[src/verilog/bp_pkg.sv]
package bp_pkg;

    // fetch group and resolution width
    localparam int fetch_width = 2;

    localparam int addr_bits = 32;

    // instruction address, bits 1:0 always zero
    typedef logic [addr_bits-1:0] addr_t;

    // branch target buffer geometry
    localparam int btb_index_bits = 4;
    localparam int btb_size       = 2 ** btb_index_bits;
    localparam int btb_tag_bits   = addr_bits - btb_index_bits - 2;

    // local predictor geometry
    localparam int bht_index_bits = 4;
    localparam int bht_size       = 2 ** bht_index_bits;
    localparam int bht_width      = 4;
    localparam int local_pht_size = 2 ** bht_width;

    // gshare geometry, history folds into the top index bits
    localparam int gshare_pc_bits   = 5;
    localparam int gshare_hist_bits = 3;
    localparam int gshare_pht_size  = 2 ** gshare_pc_bits;

    // chooser bias, reset value favors local
    localparam int bias_bits = 2;
    localparam logic [bias_bits-1:0] bias_reset_value = 3;

    // one-bit pattern state
    typedef enum logic {
        not_taken = 1'b0,
        taken     = 1'b1
    } pht_state_t;

    typedef struct packed {
        logic                    valid;
        logic [btb_tag_bits-1:0] tag;
        addr_t                   target;
    } btb_entry_t;

endpackage

[src/verilog/predictor_chooser.sv]
`timescale 1ns/100ps

module predictor_chooser (
    input  logic                                    clock,
    input  logic                                    reset,
    input  logic          [bp_pkg::fetch_width-1:0] resolve_valid,
    input  logic          [bp_pkg::fetch_width-1:0] local_taken,
    input  bp_pkg::addr_t [bp_pkg::fetch_width-1:0] local_pc,
    input  logic          [bp_pkg::fetch_width-1:0] local_correct,
    input  logic          [bp_pkg::fetch_width-1:0] global_taken,
    input  bp_pkg::addr_t [bp_pkg::fetch_width-1:0] global_pc,
    input  logic          [bp_pkg::fetch_width-1:0] global_correct,
    output logic          [bp_pkg::fetch_width-1:0] pred_taken,
    output bp_pkg::addr_t [bp_pkg::fetch_width-1:0] pred_pc
);

    localparam logic [bp_pkg::bias_bits-1:0] bias_max = '1;

    logic [bp_pkg::bias_bits-1:0] bias;
    logic [bp_pkg::bias_bits-1:0] bias_next;
    logic                         use_local;

    // upper half of the counter picks local
    assign use_local  = bias[bp_pkg::bias_bits-1];
    assign pred_taken = use_local ? local_taken : global_taken;
    assign pred_pc    = use_local ? local_pc : global_pc;

    // only disagreements in correctness move the bias
    always_comb begin
        bias_next = bias;
        for (int i = 0; i < bp_pkg::fetch_width; i++) begin
            if (resolve_valid[i]) begin
                if (local_correct[i] && !global_correct[i] && bias_next != bias_max) begin
                    bias_next = bias_next + 1'b1;
                end else if (global_correct[i] && !local_correct[i] && bias_next != '0) begin
                    bias_next = bias_next - 1'b1;
                end
            end
        end
    end

    always_ff @(posedge clock) begin
        if (reset) begin
            bias <= bp_pkg::bias_reset_value;
        end else begin
            bias <= bias_next;
        end
    end

    bias_no_wrap: assert property (
        @(posedge clock) disable iff (reset)
        ((bias == bias_max) |=> (bias != '0)) and ((bias == '0) |=> (bias != bias_max))
    ) else $error("chooser bias wrapped");

endmodule

[config.mk]
export PLATFORM = sky130hd
export DESIGN_NAME = predictor_chooser
export DESIGN_NICKNAME = d
export VERILOG_FILES = /design/src/verilog/bp_pkg.sv /design/src/verilog/predictor_chooser.sv
export SDC_FILE = /design/constraint.sdc
export NUM_CORES = 1
export LEC_CHECK = 0
export BUFFER_PORTS_ARGS = -buffer_cell sky130_fd_sc_hd__buf_2
export CORE_AREA = 2 2 80 82
export CTS_CLUSTER_DIAMETER = 30
export DETAILED_ROUTE_END_ITERATION = 10
export DIE_AREA = 0 0 82 84
export PLACE_DENSITY = 0.63
export SLEW_MARGIN = 10
export SYNTH_ARGS = -nofsm -noshare
export SYNTH_HDL_FRONTEND = slang
export SYNTH_SLANG_ARGS = --single-unit
[constraint.sdc]
create_clock -name clock -period 3.45 [get_ports clock]
set_input_delay 0.345 -clock clock [delete_from_list [all_inputs] [get_ports clock]]
set_output_delay 0.345 -clock clock [all_outputs]
set_load 0.01 [all_outputs]
Word level (Yosys, flattened, before mapping)
Index checks and enable logic that the tools add are counted.
{"block": "word_totals", "ff_bits": 2, "in_bits": 140, "out_inout_bits": 66, "wordCells": 29}
{"block": "op_classes", "addsub": 4, "n_eq_ne": 2, "muxes": 8, "n_reduce_logical": 14}
{"cell": "64-bit 2-to-1 mux", "count": 1}
{"cell": "2-bit 2-to-1 mux", "count": 7}
{"cell": "1-bit logical AND", "count": 8}
{"cell": "2-bit by 1-bit adder with 2-bit output, second input constant", "count": 2}
{"cell": "1-bit zero test", "count": 4}
{"cell": "2-bit inequality test, second input constant", "count": 2}
{"cell": "2-bit nonzero test", "count": 2}
{"cell": "2-bit by 1-bit subtractor with 2-bit output, second input constant", "count": 2}

Logic depth before layout (Yosys ltp)
{"block": "logic_depth", "ltp_word": 11, "depth_mapped": 14, "depth_no_buf": 11}

Worst setup path before layout
No wires, ideal clock.
{"block": "synth_path", "path_type": "register -> register", "startpoint": "reg bias[1] in the netlist's numbering", "endpoint": "reg bias[1] in the netlist's numbering", "t_arrival_ns": 2.610, "slack_ns": 0.719, "path_stages_with_launch": 13, "path_cell_list": "dfxtp_1 > clkbuf_1 > buf_2 > buf_2 > inv_1 > ha_1 > nor3b_2 > o21ai_2 > a221o_2 > ha_1 > nor3b_1 > o21ai_0 > a221o_1"}
{"block": "synth_between", "elab_chain_cells": 10, "word_cells_on_any_way": 18, "cone_classes": "add/sub: 4; eq/ne: 2; mux: 6; reduce/logical: 6"}
{"element": "from (decl)", "line": "predictor_chooser.sv:19", "rtl": "logic [bp_pkg::bias_bits-1:0] bias;"}
{"element": "from (signal assigned)", "line": "predictor_chooser.sv:44", "rtl": "bias <= bp_pkg::bias_reset_value;"}
{"element": "from (signal assigned)", "line": "predictor_chooser.sv:46", "rtl": "bias <= bias_next;"}
{"element": "parallel branches: the longest is 4 deep, another holds 2-bit by 1-bit subtractor with 2-bit output"}
{"element": "2-bit 2-to-1 mux (*)", "line": "predictor_chooser.sv:32", "rtl": "if (resolve_valid[i]) begin"}
{"element": "parallel branches: the longest is 4 deep, another holds 2-bit by 1-bit subtractor with 2-bit output"}
{"element": "2-bit 2-to-1 mux (*)", "line": "predictor_chooser.sv:32"}
Mark *: on every way between the ends.
A chain may end at the register's enable or synchronous reset.

Worst setup path after layout
{"block": "layout_path", "startpoint": "reg bias[0] in the netlist's numbering", "endpoint": "reg bias[1] in the netlist's numbering"}
Same word-level chain as after synthesis.

==> flow_summary.json <==
{
  "endpoint_kind": "flop",
  "diodes": 0,
  "core_um2": 6100,
  "detail-route-antenna-nets": 0,
  "die_x_um": 82,
  "reg2reg_from": "bias[0]",
  "largest_register": "bias",
  "setup-violations-final": 0,
  "setup_tns_ns": 0,
  "die-area_um2": 6890,
  "cp_max_fo": 3,
  "antenna_found_initial": 0,
  "hp-class": "input pin to flop",
  "clkSlewWorstSetupHoldPaths_ns": 0.03,
  "place_hpwl_um": 4320,
  "syn2layout_area_growth_pct": 112,
  "cts_hold_buf": 0,
  "num_vias": 1602,
  "synth.distinct_cells": 21,
  "largestRegisters": "bias (2)",
  "routed_via_density": 4.20,
  "finalClockSkew_ns": 0.000296,
  "yosysSeqAreaShare_pct": 3.90,
  "cts_resized": 0,
  "cts_tree": "done",
  "syn_area_um2": 1030,
  "start_util_pct": 16.8,
  "hold_viol": 0,
  "syn_nets": 246,
  "synth_warnings": 0,
  "nNetsFinal": 450,
  "worstSetupStartpointType": "flop",
  "grt_max_degree": 39,
  "cts_made_buffers": 3,
  "fin_crit_sh_pct": 68.4,
  "grt-ovfl-total": 0,
  "synth_seq_cells": 2,
  "clock-sinks": 2,
  "tightest_slew_ns": 0.460,
  "syn_inst": 102,
  "grt_pass1_wl_um": 6530,
  "rsz0062_at_grt": "no",
  "finish.instance_area_um2": 2170,
  "grt_pass1_vias": 1434,
  "fmax_ghz": 0.424,
  "grtUsageTotal_pct": 11.9,
  "cts_root_buf": "clkbuf_8",
  "drive_above_1_share_pct": 92.8,
  "p_leak_nw": 1.25,
  "h-tree-depth": 1,
  "num_rows": 29,
  "syn_area_per_cell_um2": 10.1,
  "worstPathRequired_ns": 3.55,
  "maxSlewViolCount": 0,
  "cap_violations": 0,
  "hp-start": "reset",
  "dr.pass1.iters": 4,
  "cellPowerDensity_nw_per_um2": 258,
  "totalPowerFinal_uw": 561,
  "status": "finished, final reports clean",
  "layout_min_cycle_time_ns": 2.36,
  "wl_um": 4800,
  "critical_path_arrival_ns": 2.45,
  "critPathLaunch": "bias[0]",
  "crit_type": "flop to flop",
  "ir_drop_mv": 0.164,
  "largest_reg_flops": 2,
  "portBuffers": 205,
  "clockBufferDepth": 2,
  "dpl_cell_area_um2": 2130,
  "wl_per_cell_um": 12.6,
  "die_y_um": 84,
  "post_cts_buffers": 0,
  "clkLatencyLatePin_ns": 0.21,
  "num-fill-cells": 653,
  "relSlewSlack_pct": 69.3,
  "globalplace.congestion": 0.710,
  "drc": 0,
  "io_pins": 206,
  "drt_iter0_drc": 9
}
## cell type report
class / instances / area (µm²) / share of cell area, %
timing repair buffer: 207 / 1040 / 48.0
multi-input combinational: 86 / 928 / 42.8
tap: 77 / 96.3 / 4.44
sequential: 2 / 41.3 / 1.90
clock buffer: 3 / 41.3 / 1.90
inverter: 6 / 22.5 / 1.04
## metal layers
layer,track usage [%],part of all wire [%]
met5,0,0
met4,2.88,0.54
met2,22.3,52
met3,2.06,8.9
met1,13.4,39
## cell usage in the layout, fill, tap and decap left out, types with 2 or more instances in the layout
cell        n
buf_4       2
mux2_2     66
nor3b_1     2
inv_1       6
clkbuf_8    3
ha_1        4
buf_2     205
nor3b_2     2
## through the flow
step	hold slack, ns	std cells	worst slack (ns)	utilization [%]
3_5_place_dp	0.578	378	1.08	34.9
5_1_grt	0.384	381	0.942	35.6
4_1_cts	0.358	381	1.08	35.6
6_report	0.359	381	1.09	35.6
2_1_floorplan	0.450	102	0.719	-
3_3_place_gp	0.582	378	1.18	34.9
## critical path, cell delays in order, from the launching register on
cell     delay, ns
dfxtp_1       0.36
inv_1         0.06
ha_1          0.22
nor3b_2       0.18
o21ai_2       0.10
a221o_2       0.41
ha_1          0.21
nor3b_1       0.19
o21ai_0       0.15
a221o_1       0.36
## path summary, 6_finish.rpt
| check | to | depth (start not counted) | slack (ns) |
|---|---|---|---|
| worst min-delay path | bias[1] | 2 | 0.36 |
| worst min register to register | bias[0] | 2 | 0.69 |
| worst max register to register | bias[1] | 9 | 1.09 |
| worst max-delay path | bias[1] | 9 | 1.09 |
## cells in the mapped netlist
cell type / count / area, µm²
mux2_2: 66 / 743
inv_1: 6 / 22.5
buf_2: 4 / 20.0
ha_1: 4 / 50.1
buf_1: 3 / 11.3
dfxtp_1: 2 / 40.0
nor3b_1: 2 / 15.0
nor3b_2: 2 / 25.0
a221o_1: 1 / 10.0
a221o_2: 1 / 11.3
and3_2: 1 / 7.51
clkbuf_1: 1 / 3.75
mux2i_1: 1 / 10.0
nand4_1: 1 / 6.26
nor2_1: 1 / 3.75
nor2b_1: 1 / 6.26
nor4b_1: 1 / 8.76
o21ai_0: 1 / 5.00
o21ai_2: 1 / 8.76
o41ai_1: 1 / 8.76
xnor2_1: 1 / 8.76
## power by group
group	internal, mW	leakage, nW	total [mW]	switching, mW
logic	0.243	1.21	0.436	0.193
registers	0.0276	0.0163	0.0312	0.00364
clock network	0.0738	0.0216	0.0933	0.0194
total	0.345	1.25	0.561	0.216
## logic make-up (layout without fill, tap and decap cells)
group	count (synthesis)	count (layout)	share of synthesized area, %
AOI/OAI and AO/OA	5	5	4.27
adders and majority gates	4	4	4.88
xor gates and xnor gates	1	1	0.854
and+or+nand+nor	9	9	7.07
buffers and inverters	14	216	5.61
DFF	2	2	3.90
muxes	67	67	73.4
Note: power is estimated with default switching activity, not from simulation.
