## src/verilog/bp_pkg.sv

```systemverilog
package bp_pkg;

    // fetch group and resolution width
    localparam int fetch_width = 2;

    localparam int addr_bits = 32;

    // instruction address, bits 1:0 always zero
    typedef logic [addr_bits-1:0] addr_t;

    // branch target buffer geometry
    localparam int btb_index_bits = 4;
    localparam int btb_size       = 2 ** btb_index_bits;
    localparam int btb_tag_bits   = addr_bits - btb_index_bits - 2;

    // local predictor geometry
    localparam int bht_index_bits = 4;
    localparam int bht_size       = 2 ** bht_index_bits;
    localparam int bht_width      = 4;
    localparam int local_pht_size = 2 ** bht_width;

    // gshare geometry, history folds into the top index bits
    localparam int gshare_pc_bits   = 5;
    localparam int gshare_hist_bits = 3;
    localparam int gshare_pht_size  = 2 ** gshare_pc_bits;

    // chooser bias, reset value favors local
    localparam int bias_bits = 2;
    localparam logic [bias_bits-1:0] bias_reset_value = 3;

    // one-bit pattern state
    typedef enum logic {
        not_taken = 1'b0,
        taken     = 1'b1
    } pht_state_t;

    typedef struct packed {
        logic                    valid;
        logic [btb_tag_bits-1:0] tag;
        addr_t                   target;
    } btb_entry_t;

endpackage

```

## src/verilog/btb.sv

```systemverilog
`timescale 1ns/100ps

module btb (
    input  logic                                         clock,
    input  logic                                         reset,
    input  bp_pkg::addr_t [bp_pkg::fetch_width-1:0]      lookup_pc,
    input  logic          [bp_pkg::fetch_width-1:0]      resolve_valid,
    input  bp_pkg::addr_t [bp_pkg::fetch_width-1:0]      resolve_pc,
    input  logic          [bp_pkg::fetch_width-1:0]      resolve_taken,
    input  bp_pkg::addr_t [bp_pkg::fetch_width-1:0]      resolve_target,
    output logic          [bp_pkg::fetch_width-1:0]      hit,
    output bp_pkg::addr_t [bp_pkg::fetch_width-1:0]      target
);

    bp_pkg::btb_entry_t [bp_pkg::btb_size-1:0] entries;
    bp_pkg::btb_entry_t [bp_pkg::btb_size-1:0] entries_next;

    logic [bp_pkg::fetch_width-1:0][bp_pkg::btb_index_bits-1:0] lookup_index;
    logic [bp_pkg::fetch_width-1:0][bp_pkg::btb_tag_bits-1:0]   lookup_tag;
    logic [bp_pkg::fetch_width-1:0][bp_pkg::btb_index_bits-1:0] resolve_index;
    logic [bp_pkg::fetch_width-1:0][bp_pkg::btb_tag_bits-1:0]   resolve_tag;

    for (genvar i = 0; i < bp_pkg::fetch_width; i++) begin : g_port
        assign lookup_index[i]  = lookup_pc[i][bp_pkg::btb_index_bits+1:2];
        assign lookup_tag[i]    = lookup_pc[i][bp_pkg::addr_bits-1:bp_pkg::btb_index_bits+2];
        assign resolve_index[i] = resolve_pc[i][bp_pkg::btb_index_bits+1:2];
        assign resolve_tag[i]   = resolve_pc[i][bp_pkg::addr_bits-1:bp_pkg::btb_index_bits+2];

        assign hit[i] = entries[lookup_index[i]].valid &&
                        (entries[lookup_index[i]].tag == lookup_tag[i]);
        // target comes out even on a miss
        assign target[i] = entries[lookup_index[i]].target;
    end

    // later slots overwrite earlier ones on a shared index
    always_comb begin
        entries_next = entries;
        for (int i = 0; i < bp_pkg::fetch_width; i++) begin
            if (resolve_valid[i] && resolve_taken[i]) begin
                entries_next[resolve_index[i]].valid  = 1'b1;
                entries_next[resolve_index[i]].tag    = resolve_tag[i];
                entries_next[resolve_index[i]].target = resolve_target[i];
            end
        end
    end

    always_ff @(posedge clock) begin
        if (reset) begin
            for (int j = 0; j < bp_pkg::btb_size; j++) begin
                entries[j].valid <= 1'b0;
            end
        end else begin
            entries <= entries_next;
        end
    end

    hit_known: assert property (
        @(posedge clock) disable iff (reset) !$isunknown(hit)
    ) else $error("btb hit is unknown");

endmodule

```

## src/verilog/gshare_predictor.sv

```systemverilog
`timescale 1ns/100ps

module gshare_predictor (
    input  logic                                    clock,
    input  logic                                    reset,
    input  bp_pkg::addr_t                           pc_start,
    input  logic          [bp_pkg::fetch_width-1:0] resolve_valid,
    input  bp_pkg::addr_t [bp_pkg::fetch_width-1:0] resolve_pc,
    input  logic          [bp_pkg::fetch_width-1:0] resolve_taken,
    input  bp_pkg::addr_t [bp_pkg::fetch_width-1:0] resolve_target,
    output logic          [bp_pkg::fetch_width-1:0] slot_taken,
    output bp_pkg::addr_t [bp_pkg::fetch_width-1:0] slot_pc,
    output logic          [bp_pkg::fetch_width-1:0] correct
);

    // xor history into the top bits of the address index
    function automatic logic [bp_pkg::gshare_pc_bits-1:0] hash_index(
        input bp_pkg::addr_t                        pc,
        input logic [bp_pkg::gshare_hist_bits-1:0]  history
    );
        logic [bp_pkg::gshare_pc_bits-1:0] raw;
        raw = pc[bp_pkg::gshare_pc_bits+1:2];
        return {
            raw[bp_pkg::gshare_pc_bits-1 -: bp_pkg::gshare_hist_bits] ^ history,
            raw[bp_pkg::gshare_pc_bits-bp_pkg::gshare_hist_bits-1:0]
        };
    endfunction

    logic [bp_pkg::gshare_hist_bits-1:0]              ghist;
    logic [bp_pkg::gshare_hist_bits-1:0]              ghist_next;
    bp_pkg::pht_state_t [bp_pkg::gshare_pht_size-1:0] pht;
    bp_pkg::pht_state_t [bp_pkg::gshare_pht_size-1:0] pht_next;

    bp_pkg::addr_t [bp_pkg::fetch_width-1:0]                      lookup_pc;
    logic          [bp_pkg::fetch_width-1:0]                      hit;
    bp_pkg::addr_t [bp_pkg::fetch_width-1:0]                      target;
    logic          [bp_pkg::fetch_width-1:0][bp_pkg::gshare_pc_bits-1:0] lookup_index;
    logic          [bp_pkg::fetch_width-1:0][bp_pkg::gshare_pc_bits-1:0] resolve_index;

    btb target_buffer (
        .clock          (clock),
        .reset          (reset),
        .lookup_pc      (lookup_pc),
        .resolve_valid  (resolve_valid),
        .resolve_pc     (resolve_pc),
        .resolve_taken  (resolve_taken),
        .resolve_target (resolve_target),
        .hit            (hit),
        .target         (target)
    );

    for (genvar i = 0; i < bp_pkg::fetch_width; i++) begin : g_slot
        if (i == 0) begin : g_first
            assign lookup_pc[i] = pc_start;
        end else begin : g_chain
            assign lookup_pc[i] = slot_pc[i-1];
        end

        assign lookup_index[i]  = hash_index(lookup_pc[i], ghist);
        // pre-update history for every report of the cycle
        assign resolve_index[i] = hash_index(resolve_pc[i], ghist);

        assign slot_taken[i] = (pht[lookup_index[i]] == bp_pkg::taken) && hit[i];
        assign slot_pc[i]    = slot_taken[i] ? target[i] : lookup_pc[i] + 32'd4;
    end

    always_comb begin
        ghist_next = ghist;
        pht_next   = pht;
        correct    = '0;
        for (int i = 0; i < bp_pkg::fetch_width; i++) begin
            if (resolve_valid[i]) begin
                // outcomes enter the history in slot order
                ghist_next = {ghist_next[bp_pkg::gshare_hist_bits-2:0], resolve_taken[i]};
                pht_next[resolve_index[i]] =
                    resolve_taken[i] ? bp_pkg::taken : bp_pkg::not_taken;
                correct[i] = (pht[resolve_index[i]] == bp_pkg::taken) == resolve_taken[i];
            end
        end
    end

    always_ff @(posedge clock) begin
        if (reset) begin
            ghist <= '0;
            pht   <= '0;
        end else begin
            ghist <= ghist_next;
            pht   <= pht_next;
        end
    end

endmodule

```

## config.mk

```make
export PLATFORM = sky130hd
export DESIGN_NAME = gshare_predictor
export DESIGN_NICKNAME = d
export VERILOG_FILES = /design/src/verilog/bp_pkg.sv /design/src/verilog/btb.sv /design/src/verilog/gshare_predictor.sv
export SDC_FILE = /design/constraint.sdc
export NUM_CORES = 2
export LEC_CHECK = 0
export BUFFER_PORTS_ARGS = -buffer_cell sky130_fd_sc_hd__buf_2
export CORE_MARGIN = 2
export CORE_UTILIZATION = 60
export CTS_CLUSTER_DIAMETER = 200
export DETAILED_ROUTE_END_ITERATION = 8
export PLACE_DENSITY = 0.77
export SETUP_SLACK_MARGIN = 0.02
export SYNTH_ARGS = -nofsm -noshare
export SYNTH_HDL_FRONTEND = slang
export SYNTH_HIERARCHICAL = 1
export SYNTH_SLANG_ARGS = --single-unit
```

## constraint.sdc

```tcl
create_clock -name clock -period 28.4 [get_ports clock]
set_input_delay 1.42 -clock clock [delete_from_list [all_inputs] [get_ports clock]]
set_output_delay 1.42 -clock clock [all_outputs]
set_load 0.01 [all_outputs]
```

# [Word-level counts from Yosys, hierarchy flattened]
# Cells that the tools add are included.
[op_classes] n_eq_ne=4 mul=0 reduce_logical=11 bitwise_logic=4 magnitude_cmp=12 shift=0 n_addsub=2 n_div=0 n_mux=48
[ops] operator="bitwise mux 944 bit" count=6
[ops] operator="2-to-1 mux 944 bit" count=2
[ops] operator="demux 59 bit (select 4 bit)" count=6
[ops] operator="binary-select mux 59 bit (select 4 bit)" count=2
[ops] operator="2-to-1 mux 59 bit" count=4
[ops] operator="2-to-1 mux 32 bit" count=6
[ops] operator="2-to-1 mux 58 bit" count=2
[ops] operator="adder 32 x 3 -> 32 bit (second input constant)" count=2
[ops] operator="bitwise mux 32 bit" count=2
[ops] operator="== test 26 bit" count=2
[ops] operator="< comparator 5 x 6 -> 1 bit (second input constant)" count=4
[ops] operator="binary-select mux 1 bit (select 5 bit)" count=4
[ops] operator="< comparator 4 x 5 -> 1 bit (second input constant)" count=4
[ops] operator="bitwise XOR 3 bit" count=4
[ops] operator="demux 1 bit (select 5 bit)" count=2
[ops] operator=">= comparator 5 x 1 -> 1 bit (second input constant)" count=2
[ops] operator="logical AND 1 bit" count=10
[ops] operator="2-to-1 mux 1 bit" count=10
[ops] operator=">= comparator 4 x 1 -> 1 bit (second input constant)" count=2
[ops] operator="2-to-1 mux 3 bit" count=2
[ops] operator="== test 1 bit" count=2
[ops] operator="nonzero test 2 bit" count=1
[word_totals] inputBits=166 ram_bits=0 elab_cells=163 latchBits=0 memories=0 rom_bits=0 out_inout_bits=68 register_bits=979

# [Depth between registers and ports, before layout]
[logic_depth] ltp_word=12 depth_mapped=32 ltp_nobuf=21

# [By module]
# The synthesis kept the hierarchy.
[modules_own_cells] mod="btb" area_per_inst_um2=63161.8 seq_area_each_um2=28187.0 instances=1 cells_per_inst=5308
[modules_own_cells] mod="gshare_predictor" area_per_inst_um2=5616.6 seq_area_each_um2=700.7 instances=1 cells_per_inst=712

# [Worst setup path before layout]
# OpenSTA, ideal clock, no wires.
[synth_path] path_kind="in2reg" start="in reset" end="reg target_buffer/entries[0] (netlist name), enable pin" setup_time_ps=1262 slack_ps=7573 t_required_ps=27138 n_path_buf=2 arrival_ps=19564 cell_stages=3 cell_sequence="clkbuf_1 clkbuf_1 inv_1"
[synth_lines] item="start, declared" line="gshare_predictor.sv:5" source="input logic reset,"
[synth_lines] item="end signal, assigned" line="btb.sv:53" source="entries <= entries_next;"
[synth_lines] item="end, declared" line="btb.sv:15" source="bp_pkg::btb_entry_t [bp_pkg::btb_size-1:0] entries;"
# No word-level cell between the ends.

==> key figures <==
Worst setup path
  – Reg2reg path depth: 6
  – CP top delay family: buffers and inverters
  – Worst-path cell chain: buf_8 > buf_4 > buf_4 > mux4_2 > mux4_2 > xnor2_1 > o2111ai_1 > and4bb_1 > o221a_4 > nand2_4 > a21o_1 > inv_8 > buf_4 > mux4_2 > mux2i_1 > o22ai_1 > nor4_1 > a21oi_1 > a2111oi_0 > and4_1 > o211ai_4 > buf_4 > mux2i_1 > buf_2
  – Critical path capture point type: output pin
  – Max stage delay on crit path: about 0.8 ns
  – Critical Path AT: 12.56 ns
  – Crit path from: pc_start[2]
  – Max FO, Critical Path: 63
  – CP Data Required Time: 26.98 ns
  – CP bufs+invs: 7
  – Crit-path slowest cell: buf_4
  – Critical path type: input port to output pin
  – CP Depth: 24
  – Top cell by count, worst path: buf_4
  – Setup crit start kind: input port
  – Reg2Reg Launch Point: ghist[2]$_SDFFE_PP0P_

STA
  – Unrepaired setup endpoints after global routing: false
  – Final setup vio count: 0
  – Setup Skew: 0.0147 ns
  – F_max: 71.5 MHz
  – Max Slew Vio Count: 0
  – Slew @ Worst Pin: roughly 1.4 ns
  – Final hold viol count: 0
  – Relative max-transition margin: 3.79%
  – Final setup margin: between 10 and 15 ns
  – Crit share post-route: between 40% and 50%
  – Sum Neg Setup Slack: 0 ns
  – Tmin final: 13.98 ns

Yosys
  – Top post-synthesis cells by area: edfxtp_1 (41%), mux4_2 (18%), mux2i_1 (15%)
  – Async SR Flop Fraction: 0%
  – Syn_nets: 6,188
  – Prevailing post-synth register cell: edfxtp_1
  – Most common cell in the netlist: mux2i_1
  – Synth cell count leaders: mux2i_1 (1,060), edfxtp_1 (928), nor2_1 (673), a21oi_1 (618), mux4_2 (562)
  – Number of synthesized register bits: 979
  – Area leader, netlist: edfxtp_1
  – Post-synth EDFFs: 928
  – Seq/Total Area, Yosys: 42.0%
  – Yosys cell types: 83
  – Number of synthesis warnings: 6
  – Syn Std Cell Area: 0.0688 mm2
  – Mapped Cells: around 6,000
  – Top cell type's share of synthesized area: 40.5%
  – Syn avg cell area: 11.4 um2

Drt
  – Wire length per cell: 32.8 um
  – Final Routed Wirelength: 243,000 um
  – DRT iter0 DRCs: 9,893
  – Vias: between 50,000 and 60,000
  – First-pass DRT Iterations: 9
  – Via density: 7.40
  – Routed Antenna Nets: 0
  – DRC violations left: 0

Finish
  – Share of cells above drive strength 1: between 10% and 20%
  – Nets: 5,967
  – Area added between synthesis and finish: 7.30%
  – Fillers: 8,534

Clock network
  – H-tree depth: 3
  – Clock sink count: 979
  – Clk_lat worst skew: between 0.7 and 0.8 ns
  – Clock-pin slew on the worst setup and hold paths: 0.06 ns
  – Post_cts resized: 0
  – Cts hold-fix bufs: 0
  – CTS Buf Count: 110
  – Post-CTS Setup Bufs: 0
  – CTS Buffer Depth: 3
  – Root buf cell: clkbuf_16
  – CTS tree: built

Die
  – Die Width: 343 um
  – Core footprint: 0.114 mm2
  – Rows: 124
  – Die area: 0.117 mm2
  – Initial Util: approximately 60%
  – Die H: 343 um
  – Ports: 234

Place
  – Pre-CTS setup slack: 14.81 ns
  – GP Congestion: 0.981
  – Port bufs: 229
  – DP Wirelength: 142,000 um

Global routing
  – First-pass GRT wire length: about 350,000 um
  – Vias in the first global route: 51,600
  – Initial antenna violation count: 40
  – Gr ovfl total: 0
  – Pin count of the biggest net entering global routing: 128
  – Tot GR Track Use: 40.7%

Min path
  – Hold Path Class: flip-flop to flip-flop
  – Hold Crit Depth: 2
  – Hold path start: target_buffer/entries[530]$_SDFF_PP0_

Power
  – Pleak: between 0.02 and 0.03 uW
  – Peak VDD IR: between 0.05 and 0.06 mV
  – Pwr Density: 53.3 mW/mm2

Run
  – Max cap viols: 0

Run status
  – Outcome: finished clean
-- routing by layer --
metal	share of wire, %	GRT usage [%]
met5	0.13	0
met4	6.2	21.9
met2	42	57.6
met3	18	14.7
met1	34	54.8
-- power by group --
| group | total (uW) | switching, uW | internal (uW) |
|---|---|---|---|
| Combinational | 685 | 395 | 290 |
| Clock | 1480 | 621 | 859 |
| Sequential | 1770 | 68.9 | 1700 |
-- layout by cell type (no fill, tap or decap), types with 67 or more instances in the layout --
| master | Yosys | routed |
|---|---|---|
| mux2i_1 | 1060 | 1060 |
| edfxtp_1 | 928 | 928 |
| nor2_1 | 673 | 662 |
| a21oi_1 | 618 | 617 |
| mux4_2 | 562 | 562 |
| nand2_1 | 463 | 454 |
| o21ai_0 | 391 | 389 |
| buf_2 | 75 | 225 |
| clkbuf_16 | 0 | 115 |
| xnor2_1 | 101 | 101 |
| buf_4 | 20 | 95 |
| nand3_1 | 69 | 67 |
-- per-stage QoR --
step	power, uW	area [um2]	utilization, %	instances	hold WS (ns)
global placement	2430	70100	61.5	7199	0.461
CTS	3900	73800	64.7	7403	0.478
floorplan	2280	68800	-	6020	0.447
global route	4010	73800	64.7	7411	0.512
detailed placement	2450	70100	61.5	7199	0.465
finish	3930	73800	64.7	7415	0.483
-- cells by family after synthesis --
group / after synthesis / synth area share [%]
compound gates: 1146 / 8.94
xor+xnor: 145 / 1.85
fa+ha+maj: 2 / 0.0364
buf+inv: 714 / 4.27
flops: 979 / 42.0
mux: 1666 / 34.6
simple gates: 1368 / 8.26
-- path summary, 6_finish.rpt --
| kind | to | slack, ns |
|---|---|---|
| max | slot_pc[55] | 14.42 |
| min | target_buffer/entries[530]$_SDFF_PP0_ | 0.48 |
| max reg2reg | pht[19]$_SDFF_PP0_ | 25.99 |
| min reg2reg | target_buffer/entries[530]$_SDFF_PP0_ | 0.48 |
-- sequential cells by signal (all words and copies together) (netlist names) --
signal	cells
target_buffer/entries	944
pht	32
ghist	3
-- worst reg2reg max path: stages (launching register included) --
cell and delay (ns):
dfxtp_1 0.71, xor2_1 0.64, nand2_1 0.27, nor2_1 0.21, mux2i_1 0.24, o21a_1 0.15
nor3_1 0.04
-- cell type report --
type                            instances  area (um2)  share of cell area [%]
Multi-Input combinational cell       4327       37200                    50.4
Sequential cell                       979       28900                    39.1
Clock buffer                          144        3050                    4.14
Timing Repair Buffer                  324        1900                    2.58
Tap cell                             1512        1890                    2.56
Clock inverter                         60         588                   0.797
Inverter                               57         241                   0.327
Antenna cell                           12        30.0                  0.0407
Note: power is estimated with default switching activity, not from simulation.
